==> src/mhp_pkg.sv <==
`default_nettype none

package mhp_pkg;

  //////////////////////////////
  // buffer
  //////////////////////////////

  localparam int BUF_AW = 11;

  // buffer address, also used for frame lengths
  typedef logic [BUF_AW-1:0] buf_addr_t;

  // one client's access to the buffer, all zeros when idle
  typedef struct packed {
    logic       we;
    buf_addr_t  addr;
    logic [7:0] wdata;
  } mem_req_t;

  //////////////////////////////
  // frame header
  //////////////////////////////

  typedef struct packed {
    logic       direction;  // 0 for requests
    logic [6:0] ptype;
  } dtype_t;

  // fields in wire order, first byte in the top bits
  typedef struct packed {
    logic [15:0]        src;
    logic [15:0]        dst;
    logic [15:0]        size;
    dtype_t             dtype;
    logic [7:0]         operand;
    logic signed [15:0] para1;
    logic signed [15:0] para2;
  } mhp_header_t;

  localparam int HDR_LEN = 12;

  // request types
  localparam logic [6:0] TYPE_PING = 7'h01;
  localparam logic [6:0] TYPE_ECHO = 7'h05;
  localparam logic [6:0] TYPE_CALC = 7'h0D;
  localparam int         TYPE_NOREPLY_BIT = 4;

  // reply type bytes
  localparam logic [7:0] RTYPE_PING = 8'h81;
  localparam logic [7:0] RTYPE_ECHO = 8'h85;
  localparam logic [7:0] RTYPE_CALC = 8'h8E;

  // calc operands
  localparam logic [7:0] OP_ADD = 8'h10;
  localparam logic [7:0] OP_SUB = 8'h20;
  localparam logic [7:0] OP_MUL = 8'h30;

endpackage

`default_nettype wire

==> src/header_parser.sv <==
`default_nettype none

module header_parser (
  input  logic                 i_clk,
  input  logic                 i_rst,
  input  logic                 i_start,
  input  mhp_pkg::buf_addr_t   i_len,
  input  logic [7:0]           i_rdata,
  output mhp_pkg::mem_req_t    o_mem_req,
  output mhp_pkg::mhp_header_t o_hdr,
  output logic                 o_accept,
  output logic                 o_done
);
  import mhp_pkg::*;

  typedef enum logic [2:0] {S_IDLE, S_ADDR, S_LOAD, S_NEXT, S_CHECK} state_t;

  state_t      state;
  logic [3:0]  idx;
  mhp_header_t hdr_q;
  logic [16:0] echo_need;
  logic        type_ok;
  logic        accept;

  assign o_mem_req = '{we: 1'b0, addr: buf_addr_t'(idx), wdata: 8'h00};
  assign o_hdr     = hdr_q;

  //////////////////////////////
  // acceptance
  //////////////////////////////

  assign echo_need = {1'b0, hdr_q.size} + 17'd7;

  always_comb begin
    case (hdr_q.dtype.ptype)
      TYPE_PING, TYPE_CALC: type_ok = 1'b1;
      TYPE_ECHO:            type_ok = (17'(i_len) >= echo_need);
      default:              type_ok = 1'b0;
    endcase
  end

  assign accept = (i_len >= buf_addr_t'(HDR_LEN)) && !hdr_q.dtype.direction &&
                  !hdr_q.dtype.ptype[TYPE_NOREPLY_BIT] && type_ok;

  //////////////////////////////
  // header walk
  //////////////////////////////

  always_ff @(posedge i_clk) begin
    if (i_rst) begin
      state    <= S_IDLE;
      idx      <= '0;
      o_accept <= 1'b0;
      o_done   <= 1'b0;
    end else begin
      o_done <= 1'b0;
      case (state)
        S_IDLE: begin
          if (i_start) begin
            idx      <= '0;
            o_accept <= 1'b0;
            state    <= S_ADDR;
          end
        end
        S_ADDR: state <= S_LOAD;
        S_LOAD: state <= (idx == 4'(HDR_LEN - 1)) ? S_CHECK : S_NEXT;
        S_NEXT: begin
          idx   <= idx + 1'b1;
          state <= S_ADDR;
        end
        S_CHECK: begin
          o_accept <= accept;
          o_done   <= 1'b1;
          idx      <= '0;
          state    <= S_IDLE;
        end
        default: state <= S_IDLE;
      endcase
    end
  end

  // bytes arrive in wire order, so shift them in from the bottom
  always_ff @(posedge i_clk) begin
    if (state == S_LOAD) begin
      hdr_q <= {hdr_q[$bits(mhp_header_t)-9:0], i_rdata};
    end
  end

endmodule

`default_nettype wire

==> config.mk <==
export PLATFORM = sky130hd
export DESIGN_NAME = header_parser
export DESIGN_NICKNAME = d
export VERILOG_FILES = /design/src/mhp_pkg.sv /design/src/header_parser.sv
export SDC_FILE = /design/constraint.sdc
export NUM_CORES = 1
export LEC_CHECK = 0
export ABC_AREA = 0
export BUFFER_PORTS_ARGS = -buffer_cell sky130_fd_sc_hd__buf_2
export CAP_MARGIN = 5
export CORE_MARGIN = 4
export CORE_UTILIZATION = 30
export DETAILED_ROUTE_END_ITERATION = 7
export GPL_ROUTABILITY_DRIVEN = 0
export HOLD_SLACK_MARGIN = 0.08
export PLACE_DENSITY = 0.58
export SYNTH_ARGS = -nofsm -noshare
export SYNTH_HDL_FRONTEND = slang
export SYNTH_SLANG_ARGS = --single-unit
==> constraint.sdc <==
create_clock -name i_clk -period 17.74 [get_ports i_clk]
set_clock_uncertainty 0.05 [all_clocks]
set_input_delay 1.774 -clock i_clk [delete_from_list [all_inputs] [get_ports i_clk]]
set_output_delay 1.774 -clock i_clk [all_outputs]
set_load 0.02 [all_outputs]
Yosys cells after proc, flatten, opt, wreduce, memory -nomap -nowiden
Cells that the tools add are included.
{ "classes": {"addsub": 2, "magnitude_cmp": 2, "eq_ne": 9, "n_mux": 9, "n_reduce_logical": 11} }
{ "ops": {"columns": ["op", "n"], "rows": [
  ["16-bit by 3-bit adder with 17-bit output (second input constant)", 1],
  ["11-bit by 17-bit >= comparator with 1-bit output", 1],
  ["3-bit case mux with 4 select lines", 1],
  ["4-bit case mux with 3 select lines", 1],
  ["11-bit by 4-bit >= comparator with 1-bit output (second input constant)", 1],
  ["7-bit by 1-bit == test with 1-bit output (second input constant)", 1],
  ["7-bit by 3-bit == test with 1-bit output (second input constant)", 1],
  ["7-bit by 4-bit == test with 1-bit output (second input constant)", 1],
  ["3-bit by 2-bit == test with 1-bit output (second input constant)", 2],
  ["3-bit two-way mux", 2],
  ["4-bit by 1-bit adder with 4-bit output (second input constant)", 1],
  ["4-bit == test (second input constant)", 1],
  ["4-bit two-way mux", 1],
  ["1-bit case mux with 2 select lines", 2],
  ["2-bit AND reduction", 2],
  ["3-bit by 1-bit == test with 1-bit output (second input constant)", 1],
  ["3-bit == test (second input constant)", 1],
  ["1-bit logical AND", 3],
  ["3-bit logical NOT", 1],
  ["3-bit nonzero test", 1],
  ["1-bit logical NOT", 2],
  ["1-bit two-way mux", 2],
  ["2-bit inequality test (second input constant)", 1],
  ["2-bit nonzero test", 1],
  ["2-bit OR reduction", 1]
]} }
{ "totals": {"register_bits": 105, "word_cells": 45} }

Logic depth before layout (Yosys ltp)
{ "logic_depth": {"word_depth": 5, "mapped_depth": 11} }

Worst setup path after synthesis
Ideal clock, no wire load.
{ "synth_path": {"kind": "register -> register", "startpoint": "reg state[1]", "endpoint": "reg hdr_q (netlist bit o_hdr[0]), enable pin", "setup_time_ns": 0.688, "t_arrival_ns": 7.602, "setup_slack_ns": 9.400, "path_stages_with_launch": 3, "path_cell_list": "dfxtp_1 > clkbuf_1 > nor3b_1"} }
{ "synth_between": {"elab_chain_cells": 1} }
{ "synth_lines": {"columns": ["item", "line_no", "source"], "rows": [
  ["from (decl)", "header_parser.sv:18", "state_t state;"],
  ["from (signal assigned)", "header_parser.sv:66", "S_LOAD: state <= (idx == 4'(HDR_LEN - 1)) ? S_CHECK : S_NEXT;"],
  ["3-bit by 2-bit == test with 1-bit output", "header_parser.sv:84", "if (state == S_LOAD) begin"],
  ["to (signal assigned)", "header_parser.sv:85", "hdr_q <= {hdr_q[$bits(mhp_header_t)-9:0], i_rdata};"],
  ["to (decl)", "header_parser.sv:20", "mhp_header_t hdr_q;"]
]} }
Every way passes these cells.
A chain may end at the register's enable or synchronous reset.

==> flow_metrics.py <==
metrics = {
    "routing": {
        "drt_wl_total_mm": 8.07,
        "dr.pass1.iters": 4,
        "drt_iter0_markers": 83,
        "num_vias": 2389,
        "drc_errors": 0,
        "antenna_left": 0,
        "vias_per_cell": 4.37,
        "wire_per_inst_um": 14.8,
    },
    "setup_path": {
        "end_kind": "flop",
        "cp_cell_sequence": "buf_2 -> nor4b_2 -> nand3_1 -> nor4b_1 -> o2111ai_1 -> o31ai_2",
        "critical_path.startpoint_type": "input pin",
        "crit_start": "i_rst",
        "crit_required_ns": 17.95,
        "cp_num_buf_inv": 1,
        "worstSetupPathType": "input pin to flop",
        "cp.arrival_ns": 3.28,
        "crit_fanout": 8,
        "slowest_stage": "nor4b_1",
        "r2r_start": "o_hdr[48]",
        "path_delay_family": "simple AND/OR/NAND/NOR gates",
        "slowest_delay_ns": 0.40,
    },
    "pwr": {
        "power.density_mw_per_mm2": 109,
        "ir_drop_mv": 0.0513,
        "power_leakage_uw": 0.00197,
    },
    "synth": {
        "syn_inst": 238,
        "seq_area_frac_synth_pct": 76.7,
        "synthesis.area_sq_mm": 0.00399,
        "yosysUniqueCellTypes": 44,
        "syn_avg_cell_area_sq_um": 16.8,
        "yosys_warnings": 0,
        "ys_ff_latch": 105,
    },
    "layout": {
        "layout-drive-gt1-share_pct": 39.7,
        "syn_to_final_growth_pct": 27.1,
        "diodes": 0,
        "fillCellCount": 1237,
        "final_core_util_pct": 39.6,
        "final_common_cell": "buf_2",
        "mostFrequentLayoutCells": "123 x buf_2, 96 x edfxtp_1, 16 x conb_1",
        "fin_nets": 405,
    },
    "floorplan": {
        "io_pins": 140,
        "core.rowCount": 41,
        "die_width_um": 123,
        "die-area_sq_mm": 0.0152,
        "start_util_pct": 31.1,
        "dieHeight_um": 123,
        "fp.coreArea_sq_mm": 0.0128,
    },
    "timing": {
        "drv_slew": 0,
        "hold_viol_final": 0,
        "tns_ns": 0,
        "min_period_ns": 3.08,
        "maxSlewHeadroom_pct": 58.8,
        "finalSetupViolations": 0,
        "setup_slack_ns": 14.66,
        "worst_slew_pin_slew_ns": 0.619,
        "post-route-period-util_pct": 17.3,
        "rsz0062_at_grt": "no",
        "fmax_ghz": 0.325,
    },
    "cts": {
        "numCtsBuffers": 9,
        "clk_latency_ns": 0.34,
        "path_clk_slew_ns": 0.07,
        "cts.repair.resized": 0,
        "htreeDepth": 3,
        "clock-sinks": 105,
        "cts.path.max_buffers": 2,
        "clockRootBuffer": "clkbuf_16",
        "cts_tree": "done",
        "cts_setup_buffers": 0,
        "holdBufCountCts": 0,
    },
    "run_status": {
        "status": "complete, no violations",
    },
    "placed_design": {
        "port_buffers": 123,
        "dp_slack_ns": 14.29,
        "dp_hpwl_mm": 6.09,
    },
    "global_routing": {
        "globalRoute.totalOverflow": 0,
        "grt_pass1_vias": 2381,
        "antenna_found_initial": 0,
        "grt_pass1_wl_mm": 12.3,
        "grt_max_degree": 51,
        "track_usage_pct": 10.6,
    },
    "worst_hold_path": {
        "min_path_type": "flop to flop",
        "holdCritStartpoint": "o_hdr[76]",
    },
    "job": {
        "maxCapViolCount": 0,
    },
}
## report_power, final
part / switching [uW] / internal (uW) / leakage, uW
sequential: 9.64 / 288 / 0.000954
combinational: 38.8 / 16.7 / 0.000862
clock: 89.6 / 112 / 0.000153
## per-layer routing
metal,global-route usage [%],vias to the layer above,part of all wire (%)
met2,16.8,116,46
met4,3.39,0,1.8
met5,0,-,0
met1,12.1,1118,39
li1,-,1143,-
met3,6.04,12,13
## final timing paths
check	to	slack, ns	depth (start not counted)
hold / removal	o_hdr[84]	0.40	0
setup / recovery	o_accept	14.66	6
hold reg to reg	o_hdr[84]	0.40	0
setup reg to reg	o_accept	15.15	11
## area by class of cell
cell class	instances	area, sq um	area share [%]
clock buffers	9	225	4.44
clock inverters	7	81.3	1.60
inverters	4	15.0	0.296
multi-input cells	125	845	16.6
flip-flops and latches	105	3060	60.4
well taps	172	215	4.24
repair buffers	125	631	12.4
## worst reg2reg max path: stages, from the launching register on
cell and delay (ns):
edfxtp_1 0.44, inv_1 0.12, ha_1 0.19, nand2b_1 0.12, nand2_1 0.12, xor2_1 0.19
ha_1 0.27, a211oi_1 0.24, o21bai_1 0.10, a21o_1 0.17, a221oi_1 0.34, o31ai_2 0.12
## flip-flops by register name, indices dropped and copies added (netlist names)
signal	cells
o_done	1
state	3
o_accept	1
idx	4
o_hdr	96
## synthesized netlist by cell type (all sizes together)
cell,instances,area (sq um)
or3,2,12.5
or4,1,7.51
nor2b,2,12.5
a21boi,1,7.51
nor2,13,48.8
nor3b,1,7.51
nand2,11,41.3
nand2b,1,6.26
edfxtp,96,2880
a22oi,1,7.51
xor2,9,78.8
nand4,3,18.8
clkbuf,3,11.3
nor4,2,12.5
a21o,1,7.51
o21ai,4,20.0
a211oi,1,7.51
a21oi,3,15.0
nand3,6,40.0
or4b,1,13.8
nor4b,3,32.5
buf,16,120
dfxtp,9,180
o21bai,1,7.51
ha,13,163
o41ai,1,8.76
nand3b,2,15.0
o211ai,1,7.51
o21ba,1,10.0
o21a,1,7.51
inv,4,15.0
and3,2,13.8
nor3,11,55.1
conb,1,3.75
mux2i,2,20.0
o31ai,2,20.0
a221oi,1,8.76
o32a,1,10.0
xnor2,3,26.3
o2111ai,1,8.76
## cell families after synthesis
logic type      count (synthesis)  synth area share, %
xor+xnor                       12                 2.63
flops                         105                 76.7
simple gates                   61                 8.46
compound gates                 21                 3.86
fa+ha+maj                      13                 4.07
mux                             2                0.501
buf+inv                        23                 3.67
other cells                     1               0.0939
## metrics by stage
step                      instances  hold WS, ns  cell area, sq um  total power [uW]
after global routing            547        0.410              5070               581
after detailed placement        531        0.376              4770               360
after floorplan                 253        0.374              4050               344
after global placement          531        0.378              4770               358
after CTS                       547        0.402              5070               565
final                           547        0.398              5070               555
Note: power is estimated with default switching activity, not from simulation.
