$ cat config.mk
export PLATFORM = sky130hd
export DESIGN_NAME = frame_timer
export DESIGN_NICKNAME = d
export VERILOG_FILES = /design/src/frame_timer.sv
export SDC_FILE = /design/constraint.sdc
export NUM_CORES = 1
export LEC_CHECK = 0
export ABC_CLOCK_PERIOD_IN_PS = 1600
export BUFFER_PORTS_ARGS = -buffer_cell sky130_fd_sc_hd__buf_2
export CAP_MARGIN = 40
export CORE_MARGIN = 10
export CORE_UTILIZATION = 50
export DETAILED_ROUTE_END_ITERATION = 12
export GPL_TIMING_DRIVEN = 1
export MAX_ROUTING_LAYER = met4
export PLACE_DENSITY = 0.71
export REMOVE_ABC_BUFFERS = 1
export SLEW_MARGIN = 20
export SYNTH_ARGS = -nofsm -noshare
export SYNTH_HDL_FRONTEND = slang
export SYNTH_SLANG_ARGS = --single-unit
$ cat constraint.sdc
create_clock -name i_clk -period 1.6 [get_ports i_clk]
set_clock_uncertainty 0.2 [all_clocks]
set_input_delay 0.32 -clock i_clk [delete_from_list [all_inputs] [get_ports i_clk]]
set_output_delay 0.32 -clock i_clk [all_outputs]
set_load 0.01 [all_outputs]
$ cat src/frame_timer.sv
`default_nettype none

module frame_timer #(
  parameter int IDLE_LIMIT  = 63,
  parameter int PACE_PERIOD = 1024
) (
  input  logic i_clk,
  input  logic i_rst,
  input  logic i_byte_seen,
  input  logic i_idle_run,
  output logic o_idle_expired,
  output logic o_pace_tick
);

  localparam int IW = $clog2(IDLE_LIMIT + 1);
  localparam int PW = $clog2(PACE_PERIOD);

  logic [IW-1:0] idle_cnt;
  logic [PW-1:0] pace_cnt;

  // idle counter, held at the limit once reached
  always_ff @(posedge i_clk) begin
    if (i_rst) begin
      idle_cnt <= '0;
    end else if (!i_idle_run || i_byte_seen) begin
      idle_cnt <= '0;
    end else if (idle_cnt != IW'(IDLE_LIMIT)) begin
      idle_cnt <= idle_cnt + 1'b1;
    end
  end

  assign o_idle_expired = (idle_cnt == IW'(IDLE_LIMIT));

  // free running pacing counter
  always_ff @(posedge i_clk) begin
    if (i_rst) begin
      pace_cnt    <= '0;
      o_pace_tick <= 1'b0;
    end else begin
      o_pace_tick <= (pace_cnt == PW'(PACE_PERIOD - 1));
      if (pace_cnt == PW'(PACE_PERIOD - 1)) begin
        pace_cnt <= '0;
      end else begin
        pace_cnt <= pace_cnt + 1'b1;
      end
    end
  end

endmodule

`default_nettype wire

Yosys cells after proc, flatten, opt, wreduce, memory -nomap -nowiden
Index checks and enable logic that the tools add are counted. Widths: inputs -> output; s select.

Register bits: 17. Word-level logic and storage cells: 12.

Add/subtract/negate cells: 2. Equal/unequal tests: 3. Reduce and logical (&&, ||, !) cells: 4.

Operator list (count): $add 10x1->10 const B (1); $eq 10x10->1 const B (1); $add 6x1->6 const B (1); $eq 6x6->1 const B (1); $ne 6x6->1 const B (1); $reduce_or 2->1 (2); $logic_not 1->1 (1); $logic_or 1x1->1 (1).

Logic depth before layout (Yosys ltp)
Gate-level depths: netlist of the first run.

Depth in word-level cells: 3. Depth in mapped cells: 5. Depth with buffers taken out: 4.

Least setup slack after synthesis of the first run
OpenSTA, ideal clock, no wires.

Kind: reg-to-reg. Start: reg pace_cnt[0]. End: reg pace_cnt[8]. Arrival: 1298 ps. Required time: 1330 ps. Path slack: 32 ps. Cell stages (with the launch flop): 5. Path buffers: 0. Cells stage by stage: dfxtp_1 ha_1 nand4_2 or4_1 a21oi_1.

Cells in the longest elaborated chain, start to end: 2. Elaborated cells between the ends (all ways): 3. Classes of those cells: add/sub (1); eq/ne (1); reduce/logical (1).

Ends and longest elaborated chain: start, declared (line 19) `logic [PW-1:0] pace_cnt;`; start signal, assigned (line 44) `pace_cnt <= pace_cnt + 1'b1;`; parallel branches: the longest is 2 deep, another holds $add 10x1->10.

Several ways; the timed one is not identified. A chain may end at the register's enable or synchronous reset.

Final worst setup path of the first run
Start: reg idle_cnt[0]. End: out o_idle_expired.

Cells in the longest elaborated chain, start to end: 1.

Ends and longest elaborated chain: start, declared (line 18) `logic [IW-1:0] idle_cnt;`; start signal, assigned (line 28) `idle_cnt <= idle_cnt + 1'b1;`; $eq 6x6->1 (line 32) `assign o_idle_expired = (idle_cnt == IW'(IDLE_LIMIT));`; end, declared (line 11) `output logic o_idle_expired,`.

Every way passes these cells.

==> impl_metrics.toml, run 1 <==
[outcome]
outcome = "finished with violations"
failed_checks = "setup timing"

[clock_tree]
tritoncts = "yes"
insertion_delay_ps = 300
numCtsBuffers = 3
path_clk_slew_ps = 100
clk_path_buf_depth = 2
cts_sinks = 17
h-tree-depth = 1
cts-root-buf = "clkbuf_4"

[timing]
rsz0062_at_grt = "true"
slew_headroom_pct = 81.02
maxSlewViolCount = 0
period_needed_ps = 1691
worst_slew_pin_slew_ps = 281.1
fmax_mhz = 591.4
setup_ws_ps = -90.80
finalSetupTns_ps = -90.80
finalHoldViolations = 0
setup_violations = 1
fin_crit_sh_pct = 105.7

[placement]
place_ws_ps = 22.85
port_buffers = 5
dpl_cell_area_um2 = 848.3
place_hpwl_um = 1143
dp.cells = 114
gp_congestion = 0.8644

[logic_synthesis]
synth_fa_ha_area_share_pct = 3.236
synth.cell_area_um2 = 773.2
synth_cell_type_count = 31
postSynthCellCount = 89
synth_xor_area_share_pct = 4.531
synth-simple-area-share_pct = 28.32
muxShareOfSynthArea_pct = 0
syn_avg_cell_area_um2 = 8.688
yosys_warnings = 0
synth_compound_area_share_pct = 14.56
synth-seq-cells = 17
synth_top_family_by_area = "simple AND/OR/NAND/NOR gates"
synth-seq-area-share_pct = 44.01

[die]
io_pins = 6
fp-row-count = 14
fp.dieW_um = 59.33
die_h_um = 59.33
start_util_pct = 51.93
die-area_um2 = 3519
coreArea_um2 = 1489

[grt]
grt.overflow.total = 0
grt_pass1_wl_um = 2753
antenna_found_initial = 0
grt_max_degree = 11
grt_usage_pct = 10.34
grt_pass1_vias = 658

[worst_setup_path]
path_cells = "ha_4 -> and2_4 -> nand2_2 -> inv_2 -> buf_6"
startpoint_type = "flop"
crit_path_max_incr_delay_ps = 350
cp.arrival_ps = 1170
path_delay_family = "flip-flops"
cp_max_fo = 2
slowest_stage = "dfxtp_2"
critPathKind = "reg2out"
cp.buffers_inverters = 2
cp-end-kind = "primary output"
critPathRequiredTime_ps = 1080

[final_layout]
utilization_pct = 64.12
fin_area_um2 = 954.7
finalNonFillerCells = 124
nFillCells = 121
antenna_cells_inserted = 0
area_growth_pct = 23.46
fin_nets = 115
mostFrequentLayoutCells = "dfxtp_1 (13), buf_4 (13), nor2_1 (7), a21oi_1 (6), nand3_1 (6)"
drive_above_1_share_pct = 29.63

[power_and_ir_drop]
power.density_nw_per_um2 = 761.3
ir_drop_mv = 0.5180
p_leak_nw = 0.3688

[drt]
drtIter0Drc = 16
post_drt_wl_per_cell_um = 13.71
vias_per_cell = 5.839
drt-total-wl_um = 1700
drc = 0
vias = 724
first_pass_iters = 4
drtAntennaViolNets = 0

[hold_path]
hold_path_class = "in2reg"

[run]
drv_cap = 0
==> metrics by stage <==
stage | power, mW | hold slack [ps]
floorplan | 0.4764 | 189.1
global placement | 0.4966 | 289.2
detailed placement | 0.4993 | 305.8
CTS | 0.7350 | 100.8
global route | 0.7626 | 95.26
finish | 0.7267 | 103.2
==> synth_stat cells <==
cell	count	share of area (%)
buf_4	1	0.97
nand4_1	3	2.4
nor4_1	1	0.81
a21boi_0	1	0.97
and2_1	1	0.81
nor3_1	4	2.6
xor2_1	2	2.3
nor2_1	7	3.4
or4_1	1	0.97
dfxtp_1	17	44
nand3b_1	1	0.97
o21ai_0	4	2.6
buf_6	1	1.5
o21bai_1	1	0.97
nand3_1	6	3.9
o31ai_1	2	1.9
nand2_1	6	2.9
nand4_2	1	1.6
nor4b_1	1	1.1
a21oi_1	6	3.9
o311ai_0	1	1.1
a221oi_1	1	1.1
ha_1	2	3.2
xnor2_1	2	2.3
inv_1	5	2.4
clkbuf_1	1	0.48
or3_1	3	2.4
nor3b_1	1	0.97
and3_1	3	2.4
and3_2	1	0.97
a211oi_1	2	1.9
==> power by group <==
| group | switching [mW] | internal, mW |
|---|---|---|
| combinational | 0.0245 | 0.0245 |
| sequential | 0.00896 | 0.435 |
| clock | 0.137 | 0.0972 |
==> cell families (layout without fill, tap and decap cells) <==
kind of cell | Yosys count | count (layout)
flip-flops | 17 | 17
buffers and inverters | 8 | 27
AO/OA/AOI/OAI | 18 | 18
AND/OR/NAND/NOR | 40 | 40
adder cells (fa/ha/maj) | 2 | 2
XOR/XNOR | 4 | 4
==> final timing paths <==
check / start / to / slack, ps / depth (start not counted)
worst max-delay path: idle_cnt[0] / o_idle_expired / -90 / 5
worst max register to register: pace_cnt[1] / pace_cnt[8] / 70 / 4
worst min-delay path: i_rst / pace_cnt[8] / 100 / 2
worst min register to register: pace_cnt[0] / pace_cnt[0] / 330 / 2
==> layer usage <==
metal	track usage, %	share of wire, %	vias to the layer above
li1	-	-	362
met5	-	0	-
met4	6.885	2.6	0
met1	11.46	42	342
met3	2.575	3.7	5
met2	15.90	51	15
==> layout make-up <==
type                            instances  area, um2  share of cell area [%]
Multi-Input combinational cell         64      415.4                   43.51
Tap cell                               16      20.02                   2.097
Timing Repair Buffer                   18      128.9                   13.50
Inverter                                5      18.77                   1.966
Sequential cell                        17      345.3                   36.17
Clock buffer                            4      26.28                   2.752
==> timing repair <==
| item | CTS | global route |
|---|---|---|
| pin swaps | 1 | 1 |
| endpoints found under the setup margin | 1 | 1 |
| setup buffers | 5 | 1 |
| resized for setup | 8 | 4 |
| hold buffers | 0 | 0 |
==> sequential cells by signal, summed over array words and instances (netlist names) <==
name and count:
idle_cnt 6, o_pace_tick 1, pace_cnt 10
(Power assumes the default switching activity.)
==> run 2: changes to the inputs <==
Settings changed: MAX_ROUTING_LAYER met4 to default.
==> impl_metrics.toml, run 2 (synthesis gave the netlist of run 1 again) <==
[outcome]
outcome = "finished with violations"
failed_checks = "setup timing"

[grt]
top_usage_layer = "met2"
grt.overflow.total = 0
grt_usage_pct = 10.06
grt_use_met3_pct = 2.575
grt_pass1_wl_um = 2746
grt_max_degree = 11
met2_usage_pct = 15.90
antenna_found_initial = 0
grt_pass1_vias = 658
met1_usage_pct = 11.46

[die]
die-area_um2 = 3519
fp.dieW_um = 59.33
fp-row-count = 14
start_util_pct = 51.93
die_h_um = 59.33
coreArea_um2 = 1489
io_pins = 6

[power_and_ir_drop]
ir_drop_mv = 0.5180
p_leak_nw = 0.3688
power.density_nw_per_um2 = 761.3
power_uw = 726.7

[drt]
first_pass_iters = 4
drtIter0Drc = 16
vias_per_cell = 5.839
vias = 724
post_drt_wl_per_cell_um = 13.71
drc = 0
drtAntennaViolNets = 0
drt-total-wl_um = 1700

[worst_setup_path]
path_cells = "ha_4 -> and2_4 -> nand2_2 -> inv_2 -> buf_6"
startpoint_type = "flop"
critPathKind = "reg2out"
crit_path_max_incr_delay_ps = 350
cp.arrival_ps = 1170
path_delay_family = "flip-flops"
cp-end-kind = "primary output"
slowest_stage = "dfxtp_2"
critPathRequiredTime_ps = 1080
cp_max_fo = 2
cp.buffers_inverters = 2

[clock_tree]
cts-hold-fix-buffers = 0
h-tree-depth = 1
tritoncts = "yes"
clk_path_buf_depth = 2
cts-root-buf = "clkbuf_4"
cts_sinks = 17
insertion_delay_ps = 300
numCtsBuffers = 3
path_clk_slew_ps = 100

[hold_path]
hold_path_class = "in2reg"

[final_layout]
drive_above_1_share_pct = 29.63
fin_nets = 115
mostFrequentLayoutCells = "dfxtp_1 (13), buf_4 (13), nor2_1 (7), a21oi_1 (6), nand3_1 (6)"
largest_reg_flops = 10
area_growth_pct = 23.46
top_regs = "pace_cnt: 10 flops, idle_cnt: 6 flops, o_pace_tick: 1 flops"
top_register = "pace_cnt"
antenna_cells_inserted = 0

[timing]
period_needed_ps = 1691
setup_violations = 1
setup_ws_ps = -90.80
holdWs_ps = 103.2
rsz0062_at_grt = "true"
maxSlewViolCount = 0
fin_crit_sh_pct = 105.7
fmax_mhz = 591.4
slew_headroom_pct = 81.02
worst_slew_pin_slew_ps = 281.1
finalHoldViolations = 0

[placement]
gp_congestion = 0.8510
place_ws_ps = 22.85
place_hpwl_um = 1143
port_buffers = 5

[run]
drv_cap = 0
[run 2: cell counts in the layout (fill, tap and decap cells not counted)]
Identical to the previous run, type by type.
[run 2: final timing paths]
check,from,endpoint,slack [ps],cells past startpoint
setup / recovery,idle_cnt[0],o_idle_expired,-90,5
hold reg to reg,pace_cnt[0],pace_cnt[0],330,2
setup reg to reg,pace_cnt[1],pace_cnt[8],70,4
hold / removal,i_rst,pace_cnt[8],100,2
[run 2: per-layer routing]
layer | wire length (um) | share of wire [%] | vias up
li1 | - | - | 362
met1 | 719 | 42 | 342
met2 | 874 | 51 | 15
met3 | 63 | 3.7 | 5
met4 | 44 | 2.6 | 0
met5 | 0 | 0 | -
[run 2: final cells by class]
class	instances	area (um2)
clock buffer	4	26.28
fill	121	534.3
inverter	5	18.77
multi-input combinational	64	415.4
sequential	17	345.3
tap	16	20.02
timing repair buffer	18	128.9
[run 2: per-stage QoR]
step | area, um2 | setup TNS [ps] | std cells | util [%]
6_report | 954.7 | -90.80 | 124 | 64.12
5_1_grt | 954.7 | -143.4 | 124 | 64.12
4_1_cts | 933.4 | -96.09 | 123 | 62.69
3_5_place_dp | 848.3 | 0 | 114 | 56.97
3_3_place_gp | 848.3 | 0 | 114 | 56.97
2_1_floorplan | 750.7 | 0 | 86 | -
[run 2: repair_timing]
action                     in CTS  in global routing
buffers inserted                5                  1
setup endpoints to repair       1                  1
hold endpoints to repair        0                  0
pin swaps                       1                  1
gates resized for setup         8                  4
[run 2: report_power, final]
group | switching, mW | internal (mW)
clock network | 0.137 | 0.0972
logic | 0.0245 | 0.0245
registers | 0.00896 | 0.435
