==> src/protocol_fsm.sv <==
`default_nettype none

module protocol_fsm (
  input  logic i_clk,
  input  logic i_rst,
  input  logic i_rready,
  input  logic i_wready,
  input  logic i_idle_expired,
  input  logic i_pace_tick,
  input  logic i_accept,
  input  logic i_parse_done,
  input  logic i_write_done,
  input  logic i_tx_done,
  output logic o_rx_start,
  output logic o_rx_stop,
  output logic o_idle_run,
  output logic o_parse_start,
  output logic o_write_start,
  output logic o_tx_start,
  output logic o_done
);

  typedef enum logic [2:0] {
    S_IDLE, S_RX, S_PARSE, S_WRITE, S_PACE, S_TX, S_DROP
  } state_t;

  state_t state;

  assign o_idle_run = (state == S_RX);
  // lands in the cycle after the last transmitted byte
  assign o_done     = (state == S_TX && i_tx_done) || (state == S_DROP);

  always_ff @(posedge i_clk) begin
    if (i_rst) begin
      state         <= S_IDLE;
      o_rx_start    <= 1'b0;
      o_rx_stop     <= 1'b0;
      o_parse_start <= 1'b0;
      o_write_start <= 1'b0;
      o_tx_start    <= 1'b0;
    end else begin
      o_rx_start    <= 1'b0;
      o_rx_stop     <= 1'b0;
      o_parse_start <= 1'b0;
      o_write_start <= 1'b0;
      o_tx_start    <= 1'b0;
      case (state)
        S_IDLE: begin
          if (i_rready) begin
            o_rx_start <= 1'b1;
            state      <= S_RX;
          end
        end
        // frame ends after the line has been quiet long enough
        S_RX: begin
          if (i_idle_expired) begin
            o_rx_stop     <= 1'b1;
            o_parse_start <= 1'b1;
            state         <= S_PARSE;
          end
        end
        S_PARSE: begin
          if (i_parse_done) begin
            if (i_accept) begin
              o_write_start <= 1'b1;
              state         <= S_WRITE;
            end else begin
              state <= S_DROP;
            end
          end
        end
        S_WRITE: begin
          if (i_write_done) begin
            state <= S_PACE;
          end
        end
        // replies only go out on a pacing tick
        S_PACE: begin
          if (i_pace_tick && i_wready) begin
            o_tx_start <= 1'b1;
            state      <= S_TX;
          end
        end
        S_TX: begin
          if (i_tx_done) begin
            state <= S_IDLE;
          end
        end
        S_DROP:  state <= S_IDLE;
        default: state <= S_IDLE;
      endcase
    end
  end

endmodule

`default_nettype wire

==> config.mk <==
export PLATFORM = sky130hd
export DESIGN_NAME = protocol_fsm
export DESIGN_NICKNAME = d
export VERILOG_FILES = /design/src/protocol_fsm.sv
export SDC_FILE = /design/constraint.sdc
export NUM_CORES = 1
export LEC_CHECK = 0
export BUFFER_PORTS_ARGS = -buffer_cell sky130_fd_sc_hd__buf_2
export CAP_MARGIN = 25
export CORE_AREA = 5 5 42 44
export DETAILED_ROUTE_END_ITERATION = 8
export DIE_AREA = 0 0 47 49
export GPL_ROUTABILITY_DRIVEN = 0
export GPL_TIMING_DRIVEN = 0
export SKIP_LAST_GASP = 1
export SLEW_MARGIN = 10
export SYNTH_ARGS = -nofsm -noshare
export SYNTH_HDL_FRONTEND = slang
export SYNTH_SLANG_ARGS = --single-unit
==> constraint.sdc <==
create_clock -name i_clk -period 1.5 [get_ports i_clk]
set_clock_uncertainty 0.2 [all_clocks]
set_input_delay 0.15 -clock i_clk [delete_from_list [all_inputs] [get_ports i_clk]]
set_output_delay 0.15 -clock i_clk [all_outputs]
set_load 0.005 [all_outputs]
; Yosys cells after proc, flatten, opt, wreduce, memory -nomap -nowiden
; Index checks and enable logic that the tools add are counted.
[op_classes]
n_bitwise = 5
reduce_logical = 9
n_eq_ne = 12
muxes = 12
[ops]
columns = op, count
row1 = 2-to-1 mux 3 bit, 7
row2 = case mux 3 bit (6 select lines), 1
row3 = inequality test 2 bit (second input constant), 6
row4 = == test 3 bit (second input constant), 3
row5 = == test 3 x 2 -> 1 bit (second input constant), 2
row6 = AND reduction 6 bit, 1
row7 = OR reduction 2 bit, 3
row8 = NOT 1 bit, 5
row9 = 2-to-1 mux 1 bit, 4
row10 = == test 3 x 1 -> 1 bit (second input constant), 1
row11 = logical NOT 3 bit, 1
row12 = OR reduction 3 bit, 1
row13 = logical AND 1 bit, 2
row14 = logical OR 1 bit, 1
[totals]
out_inout_bits = 7
word_cells = 43
input_bits = 10
register_bits = 7

; Depth between registers and ports, before layout
; Gate-level depths: netlist of the first run.
[logic_depth]
depth_word = 3
mapped_depth = 5
depth_no_buf = 4

; Least setup slack after synthesis of the first run
; No wires, ideal clock.
[synth_path]
path_type = register to register
from = register state[2]
to = register state[0]
setup_time_ns = 0.070
required_time_ns = 1.230
n_path_buf = 1
stages_incl_launch_ff = 6
synth_period_minus_slack_ns = 1.494
t_arrival_ns = 1.224
path_slack_ns = 0.006
path_cell_list = dfxtp_1 buf_6 nand2b_1 a32o_1 or3_1 a21oi_1
[synth_between]
elab_chain_len = 3
word_cells_on_any_way = 14
classes_between = eq/ne (11) / mux (1) / reduce/logical (2)
[synth_lines]
columns = item, line_no
row1 = from (decl), 27  ; state_t state;
row2 = from (signal assigned), 35  ; state <= S_IDLE;
row3 = from (signal assigned), 51  ; state <= S_RX;
row4 = from (signal assigned), 59  ; state <= S_PARSE;
row5 = == test 3 bit (tied with other cells), 47  ; case (state)
row6 = inequality test 2 bit (no line), n/a
row7 = AND reduction 6 bit (no line), n/a
; Parallel ways exist; a longest one is shown, timed or not.
; A chain may end at the register's enable or synchronous reset.

; Final worst setup path of the first run
[layout_path]
from = register state[0]
to = register state[2]
; Same word-level chain as after synthesis.

==> results of run 1 <==
-- power by group --
| group | total, uW | internal (uW) | switching [uW] |
|---|---|---|---|
| registers | 288 | 238 | 49.6 |
| clock network | 169 | 101 | 67.7 |
| logic | 406 | 231 | 175 |
-- what timing repair did --
| item | 4_1_cts | 5_1_grt |
|---|---|---|
| pin swaps | 3 | 2 |
| buffers inserted | 2 | 2 |
| endpoints found under the hold margin | 7 | 2 |
| gates resized for setup | 3 | 5 |
| endpoints found under the setup margin | 2 | 3 |
-- metrics by stage --
stage	instance area, um2	setup WS [ns]	power (uW)	utilization	instances
3_3_place_gp	459	-0.0863	601	0.328	72
5_1_grt	568	-0.114	922	0.405	83
2_1_floorplan	359	0.00626	511	-	40
6_report	568	-0.0547	863	0.405	83
4_1_cts	551	-0.0490	823	0.393	82
3_5_place_dp	459	-0.0759	598	0.328	72
-- cell type report --
| cell class | count | area share |
|---|---|---|
| inverter | 2 | 0.0132 |
| buffer | 2 | 0.0330 |
| clock buffer | 4 | 0.0463 |
| sequential | 7 | 0.258 |
| tap | 16 | 0.0352 |
| multi-input combinational | 28 | 0.350 |
| timing repair buffer | 24 | 0.264 |
-- cells in the mapped netlist --
cell type  number  area [um2]
nor2b_1         2        12.5
nand3b_1        1        7.51
nor3b_1         1        7.51
mux2i_1         1        10.0
nor2_1          2        7.51
a22oi_1         1        7.51
inv_1           2        7.51
a311oi_1        1        8.76
or3_1           3        18.8
a211oi_1        1        7.51
nor4b_1         1        8.76
buf_4           1        7.51
a21oi_1         3        15.0
nand3_1         1        5.00
buf_6           2        22.5
a32o_1          1        10.0
nor4_1          2        12.5
dfxtp_1         7         140
a21boi_0        1        7.51
o21ai_0         2        10.0
nand2b_1        4        25.0
-- metal layers --
| layer | GRT usage | part of all wire |
|---|---|---|
| met1 | 0.0971 | 0.37 |
| met2 | 0.145 | 0.53 |
| met3 | 0.0148 | 0.065 |
| met4 | 0.0829 | 0.030 |
| met5 | 0 | 0 |
-- critical path, delay by kind of cell, from the launching register on --
family | cells | cell delay, ns
buffers and inverters | 1 | 0.13
DFF | 1 | 0.32
AOI/OAI and AO/OA | 2 | 0.37
muxes | 1 | 0.11
and+or+nand+nor | 1 | 0.36
-- registers in the layout, indices dropped and copies added, names as in the netlist --
name           count
o_rx_start         1
o_parse_start      1
o_write_start      1
state              3
o_tx_start         1
-- worst paths after layout --
kind                            startpoint    endpoint  depth (start not counted)
worst max register to register    state[0]    state[2]                          5
worst max-delay path              state[0]    state[2]                          5
worst min register to register    state[1]  o_tx_start                          1
worst min-delay path              i_rready  o_rx_start                          3
-- kinds of logic after synthesis --
logic type / Yosys count / share of synthesized area
AO/OA/AOI/OAI: 10 / 0.185
buffers and inverters: 5 / 0.105
flip-flops: 7 / 0.390
multiplexers: 1 / 0.0279
AND/OR/NAND/NOR: 17 / 0.293
==> results by group, run 1 <==
Die
  – Die area: 2300 um2
  – DIE HEIGHT: 49 um
  – Core Area: 1400 um2
  – Die width: 47 um
  – Row count: 14
  – Effective utilization at floorplan: 0.256
  – # IOs: 17

Yosys
  – Post-Syn Area: 359 um2
  – Register area share after synthesis: 0.390
  – Synth Register Bits: 7
  – Syn Area/Cell: 8.98 um2
  – Syn nets: 50
  – Mapped Cells: 40
  – Warnings from Yosys: 0
  – Post-synth cell types: 21

Clock network
  – # hold bufs at CTS: 4
  – TritonCTS clock tree: built
  – Worst-Skew Late Latency: 0.24 ns
  – CTS Root Cell: clkbuf_4
  – Num CTS Buffers: 3
  – Clk buf depth: 2
  – Number of clock sinks: 7
  – CTS clk-pin slew, worst paths: 0.05 ns
  – H-tree depth: 1

Route
  – 1st-pass router iterations: 4
  – Vias per cell: 5.07
  – WL per Instance: 11.2 um
  – Via Count: 421
  – # DRC: 0
  – Final WL: 927 um
  – Iter 0 DRT Violations: 13
  – Detail Route Antenna Nets: 0

Critical path
  – Worst path cell trace: buf_6, mux2i_1, a32o_2, or3_1, a21oi_1
  – Internal reg-to-reg setup slack: -0.05 ns
  – Startpoint Class: register
  – Slowest CP cell: or3_1
  – Critical path class: register to register
  – CP Data Arrival Time: 1.53 ns
  – Worst-path maximum fanout: 8
  – Slowest stage delay, CP: 0.36 ns
  – Crit path required time: 1.47 ns
  – Nature of the critical path endpoint: register

Finish
  – Layout cell share with drive strength beyond 1: 0.478
  – Post-layout net count: 78
  – Filler instances: 150
  – Most frequent cells in the layout: 16 x buf_2, 5 x buf_4, 4 x dlygate4sd3_1, 4 x dfxtp_1
  – Synth-to-layout area growth: 58.2%
  – Antenna Cells: 0
  – Commonest non-fill, non-tap cell in the layout: buf_2
  – Area of the multi-input gates: 199 um2
  – Sequential Area: 146 um2

Global route
  – Global Route Usage Sum: 0.0917
  – Total grt overflow: 0
  – Largest net degree at the start of global routing: 11
  – Initial antenna violation count: 0
  – Vias in the first global route: 384
  – First-pass GRT wire length: 1.55 mm

Status
  – Status: finished, violations left
  – Failing checks: hold timing, setup timing

Timing
  – Final setup viols: 2
  – Slew headroom: 0.815
  – FMAX: 0.643 GHz
  – Pins Over Slew Limit: 0
  – Final Hold Fails: 2
  – Final worst setup slack: -0.0547 ns
  – Setup tns final: -0.103 ns
  – WHS: -0.0424 ns
  – Worst slew pin tran: 0.277 ns
  – Period minus WS final: 1.55 ns
  – Final period util: 1.04
  – RSZ-0062 raised after global routing: true

Placement
  – Detailed Place HPWL: 594 um
  – Buffers on Ports: 16

Power
  – Peak VDD IR: 0.000624 V
  – PwrDens: 1520 nW/um2
  – Leak: 0.000255 uW

Hold path
  – Worst Hold Class: input pin to register

Job
  – Max-cap violation count: 0
(Power assumes the default switching activity.)
==> inputs of run 2 (changes only) <==
Settings changed: CORE_AREA 5 5 42 44 to 10 10 47 49, CTS_BUF_LIST from default to sky130_fd_sc_hd__clkbuf_4, DIE_AREA 0 0 47 49 to 0 0 57 59.
==> run 2 against run 1 <==
Net effect:
- flip-flop and latch count unchanged
- power up 8.0%
- highest routed layer unchanged
- sequential power hardly changed
- critical path depth grew 1
- design area rose by 3.5%
- the flow still finishes with violations (hold timing, setup timing)
- first-iteration DRC count decreased by 62%
- clock power rose by 10%
- via count shrank 4.5%
- largest cell class unchanged
==> results by group, run 2 (same netlist as run 1, synthesis figures left out) <==
Clock network
  – Clk buf depth: 2
  – Worst-Skew Late Latency: 0.24 ns
  – TritonCTS clock tree: built
  – # hold bufs at CTS: 4
  – Number of clock sinks: 7
  – H-tree depth: 1
  – CTS Root Cell: clkbuf_4
  – Num CTS Buffers: 3
  – CTS clk-pin slew, worst paths: 0.05 ns

Finish
  – Final instance area: 588 um2
  – Sequential Area: 144 um2
  – Max FFs per register: 3
  – Filler instances: 155
  – Post-layout net count: 79
  – Antenna Cells: 0
  – Synth-to-layout area growth: 63.8%
  – Layout cell share with drive strength beyond 1: 0.544
  – Non-Filler Instances: 84
  – Commonest non-fill, non-tap cell in the layout: buf_2
  – Largest Register: state
  – Most frequent cells in the layout: 17 x buf_2, 5 x buf_4, 4 x clkbuf_4, 4 x dlygate4sd3_1, 4 x dfxtp_1
  – Area of the multi-input gates: 213 um2

Timing
  – Pins Over Slew Limit: 0
  – Final Hold Fails: 2
  – Worst slew pin tran: 0.307 ns
  – RSZ-0062 raised after global routing: true
  – Final worst setup slack: -0.142 ns
  – Period minus WS final: 1.64 ns
  – FMAX: 0.609 GHz
  – Final period util: 1.09
  – Slew headroom: 0.793
  – Final setup viols: 2
  – WHS: -0.0407 ns

Placement
  – Buffers on Ports: 16
  – Inst Count DP: 72
  – Detailed Place HPWL: 689 um
  – Post-DP Area: 459 um2

Job
  – Max-cap violation count: 0

Critical path
  – Slowest stage delay, CP: 0.33 ns
  – Slowest CP cell: dfxtp_2
  – CP Data Arrival Time: 1.57 ns
  – Crit path required time: 1.42 ns
  – Startpoint Class: register
  – Worst-path maximum fanout: 5
  – Critical path class: register to register
  – Internal reg-to-reg setup slack: -0.14 ns
  – Nature of the critical path endpoint: register
  – Worst path cell trace: buf_6, mux2i_1, a32o_2, buf_4, o21ai_0, a21oi_2

Die
  – Die area: 3360 um2
  – Row count: 14
  – Core Area: 1400 um2
  – DIE HEIGHT: 59 um
  – Die width: 57 um
  – Effective utilization at floorplan: 0.256
  – # IOs: 17

Power
  – Final Power: 932 uW
  – PwrDens: 1580 nW/um2
  – Peak VDD IR: 0.000665 V
  – Leak: 0.000266 uW

Route
  – Detail Route Antenna Nets: 0
  – 1st-pass router iterations: 2
  – Via Count: 402
  – Final WL: 1.08 mm
  – Iter 0 DRT Violations: 5
  – WL per Instance: 12.8 um
  – # DRC: 0
  – Vias per cell: 4.79

Hold path
  – Worst Hold Class: input pin to register

Global route
  – Largest net degree at the start of global routing: 10
  – Initial antenna violation count: 0
  – Vias in the first global route: 413
  – Total grt overflow: 0
  – First-pass GRT wire length: 1.71 mm
  – Global Route Usage Sum: 0.0626

Status
  – Status: finished, violations left
  – Failing checks: hold timing, setup timing
## run 2: changes by cell type in the layout (fill, tap and decap cells not counted)
cell,change
a21oi_2,+1
a21oi_1,-1
clkbuf_4,+1
buf_2,+1
or3_1,-2
clkbuf_1,-1
dfxtp_2,+1
or3_4,+2
o21ai_1,+1
dfxtp_4,-1
o21ai_0,-1
## run 2: metrics by stage
| step | hold slack [ns] | util | TNS, ns | worst slack (ns) |
|---|---|---|---|---|
| 2_1_floorplan | 0.0191 | - | 0 | 0.00626 |
| 3_3_place_gp | 0.174 | 0.328 | -0.176 | -0.0905 |
| 3_5_place_dp | 0.172 | 0.328 | -0.184 | -0.0927 |
| 4_1_cts | -0.0465 | 0.406 | -0.108 | -0.0595 |
| 5_1_grt | -0.0289 | 0.420 | -0.301 | -0.186 |
| 6_report | -0.0407 | 0.420 | -0.214 | -0.142 |
## run 2: path summary, 6_finish.rpt
path                  from         end  cells past startpoint
hold / removal    i_rready  o_rx_start                      3
setup reg to reg  state[0]    state[2]                      6
hold reg to reg   state[1]  o_rx_start                      1
setup / recovery  state[0]    state[2]                      6
## run 2: final cells by class
class | instances | area share
clock buffers | 4 | 0.0511
flip-flops and latches | 7 | 0.245
well taps | 16 | 0.0340
repair buffers | 25 | 0.264
inverters | 2 | 0.0128
multi-input cells | 28 | 0.362
plain buffers | 2 | 0.0319
## run 2: critical path, delay by kind of cell (launching register included)
kind	cells	cell delay (ns)
multiplexers	1	0.11
flip-flops	1	0.33
AO/OA/AOI/OAI	3	0.61
buffers and inverters	2	0.26
## run 2: where the power goes
part	switching, uW	total, uW	internal (uW)
Sequential	52.8	289	237
Clock	66.9	186	119
Combinational	193	456	263
## run 2: layer usage
layer  up-vias  wire length (um)  track usage
met2        10               577        0.109
li1        204                 -            -
met4         0                27       0.0604
met1       186               433       0.0628
met5         -                 0            0
met3         2                38      0.00858
## run 2: repair_timing
action,CTS,global route
resized for setup,3,8
setup endpoints to repair,2,2
buffers inserted,4,0
cloned,0,1
pin swaps,3,4
hold endpoints to repair,7,2
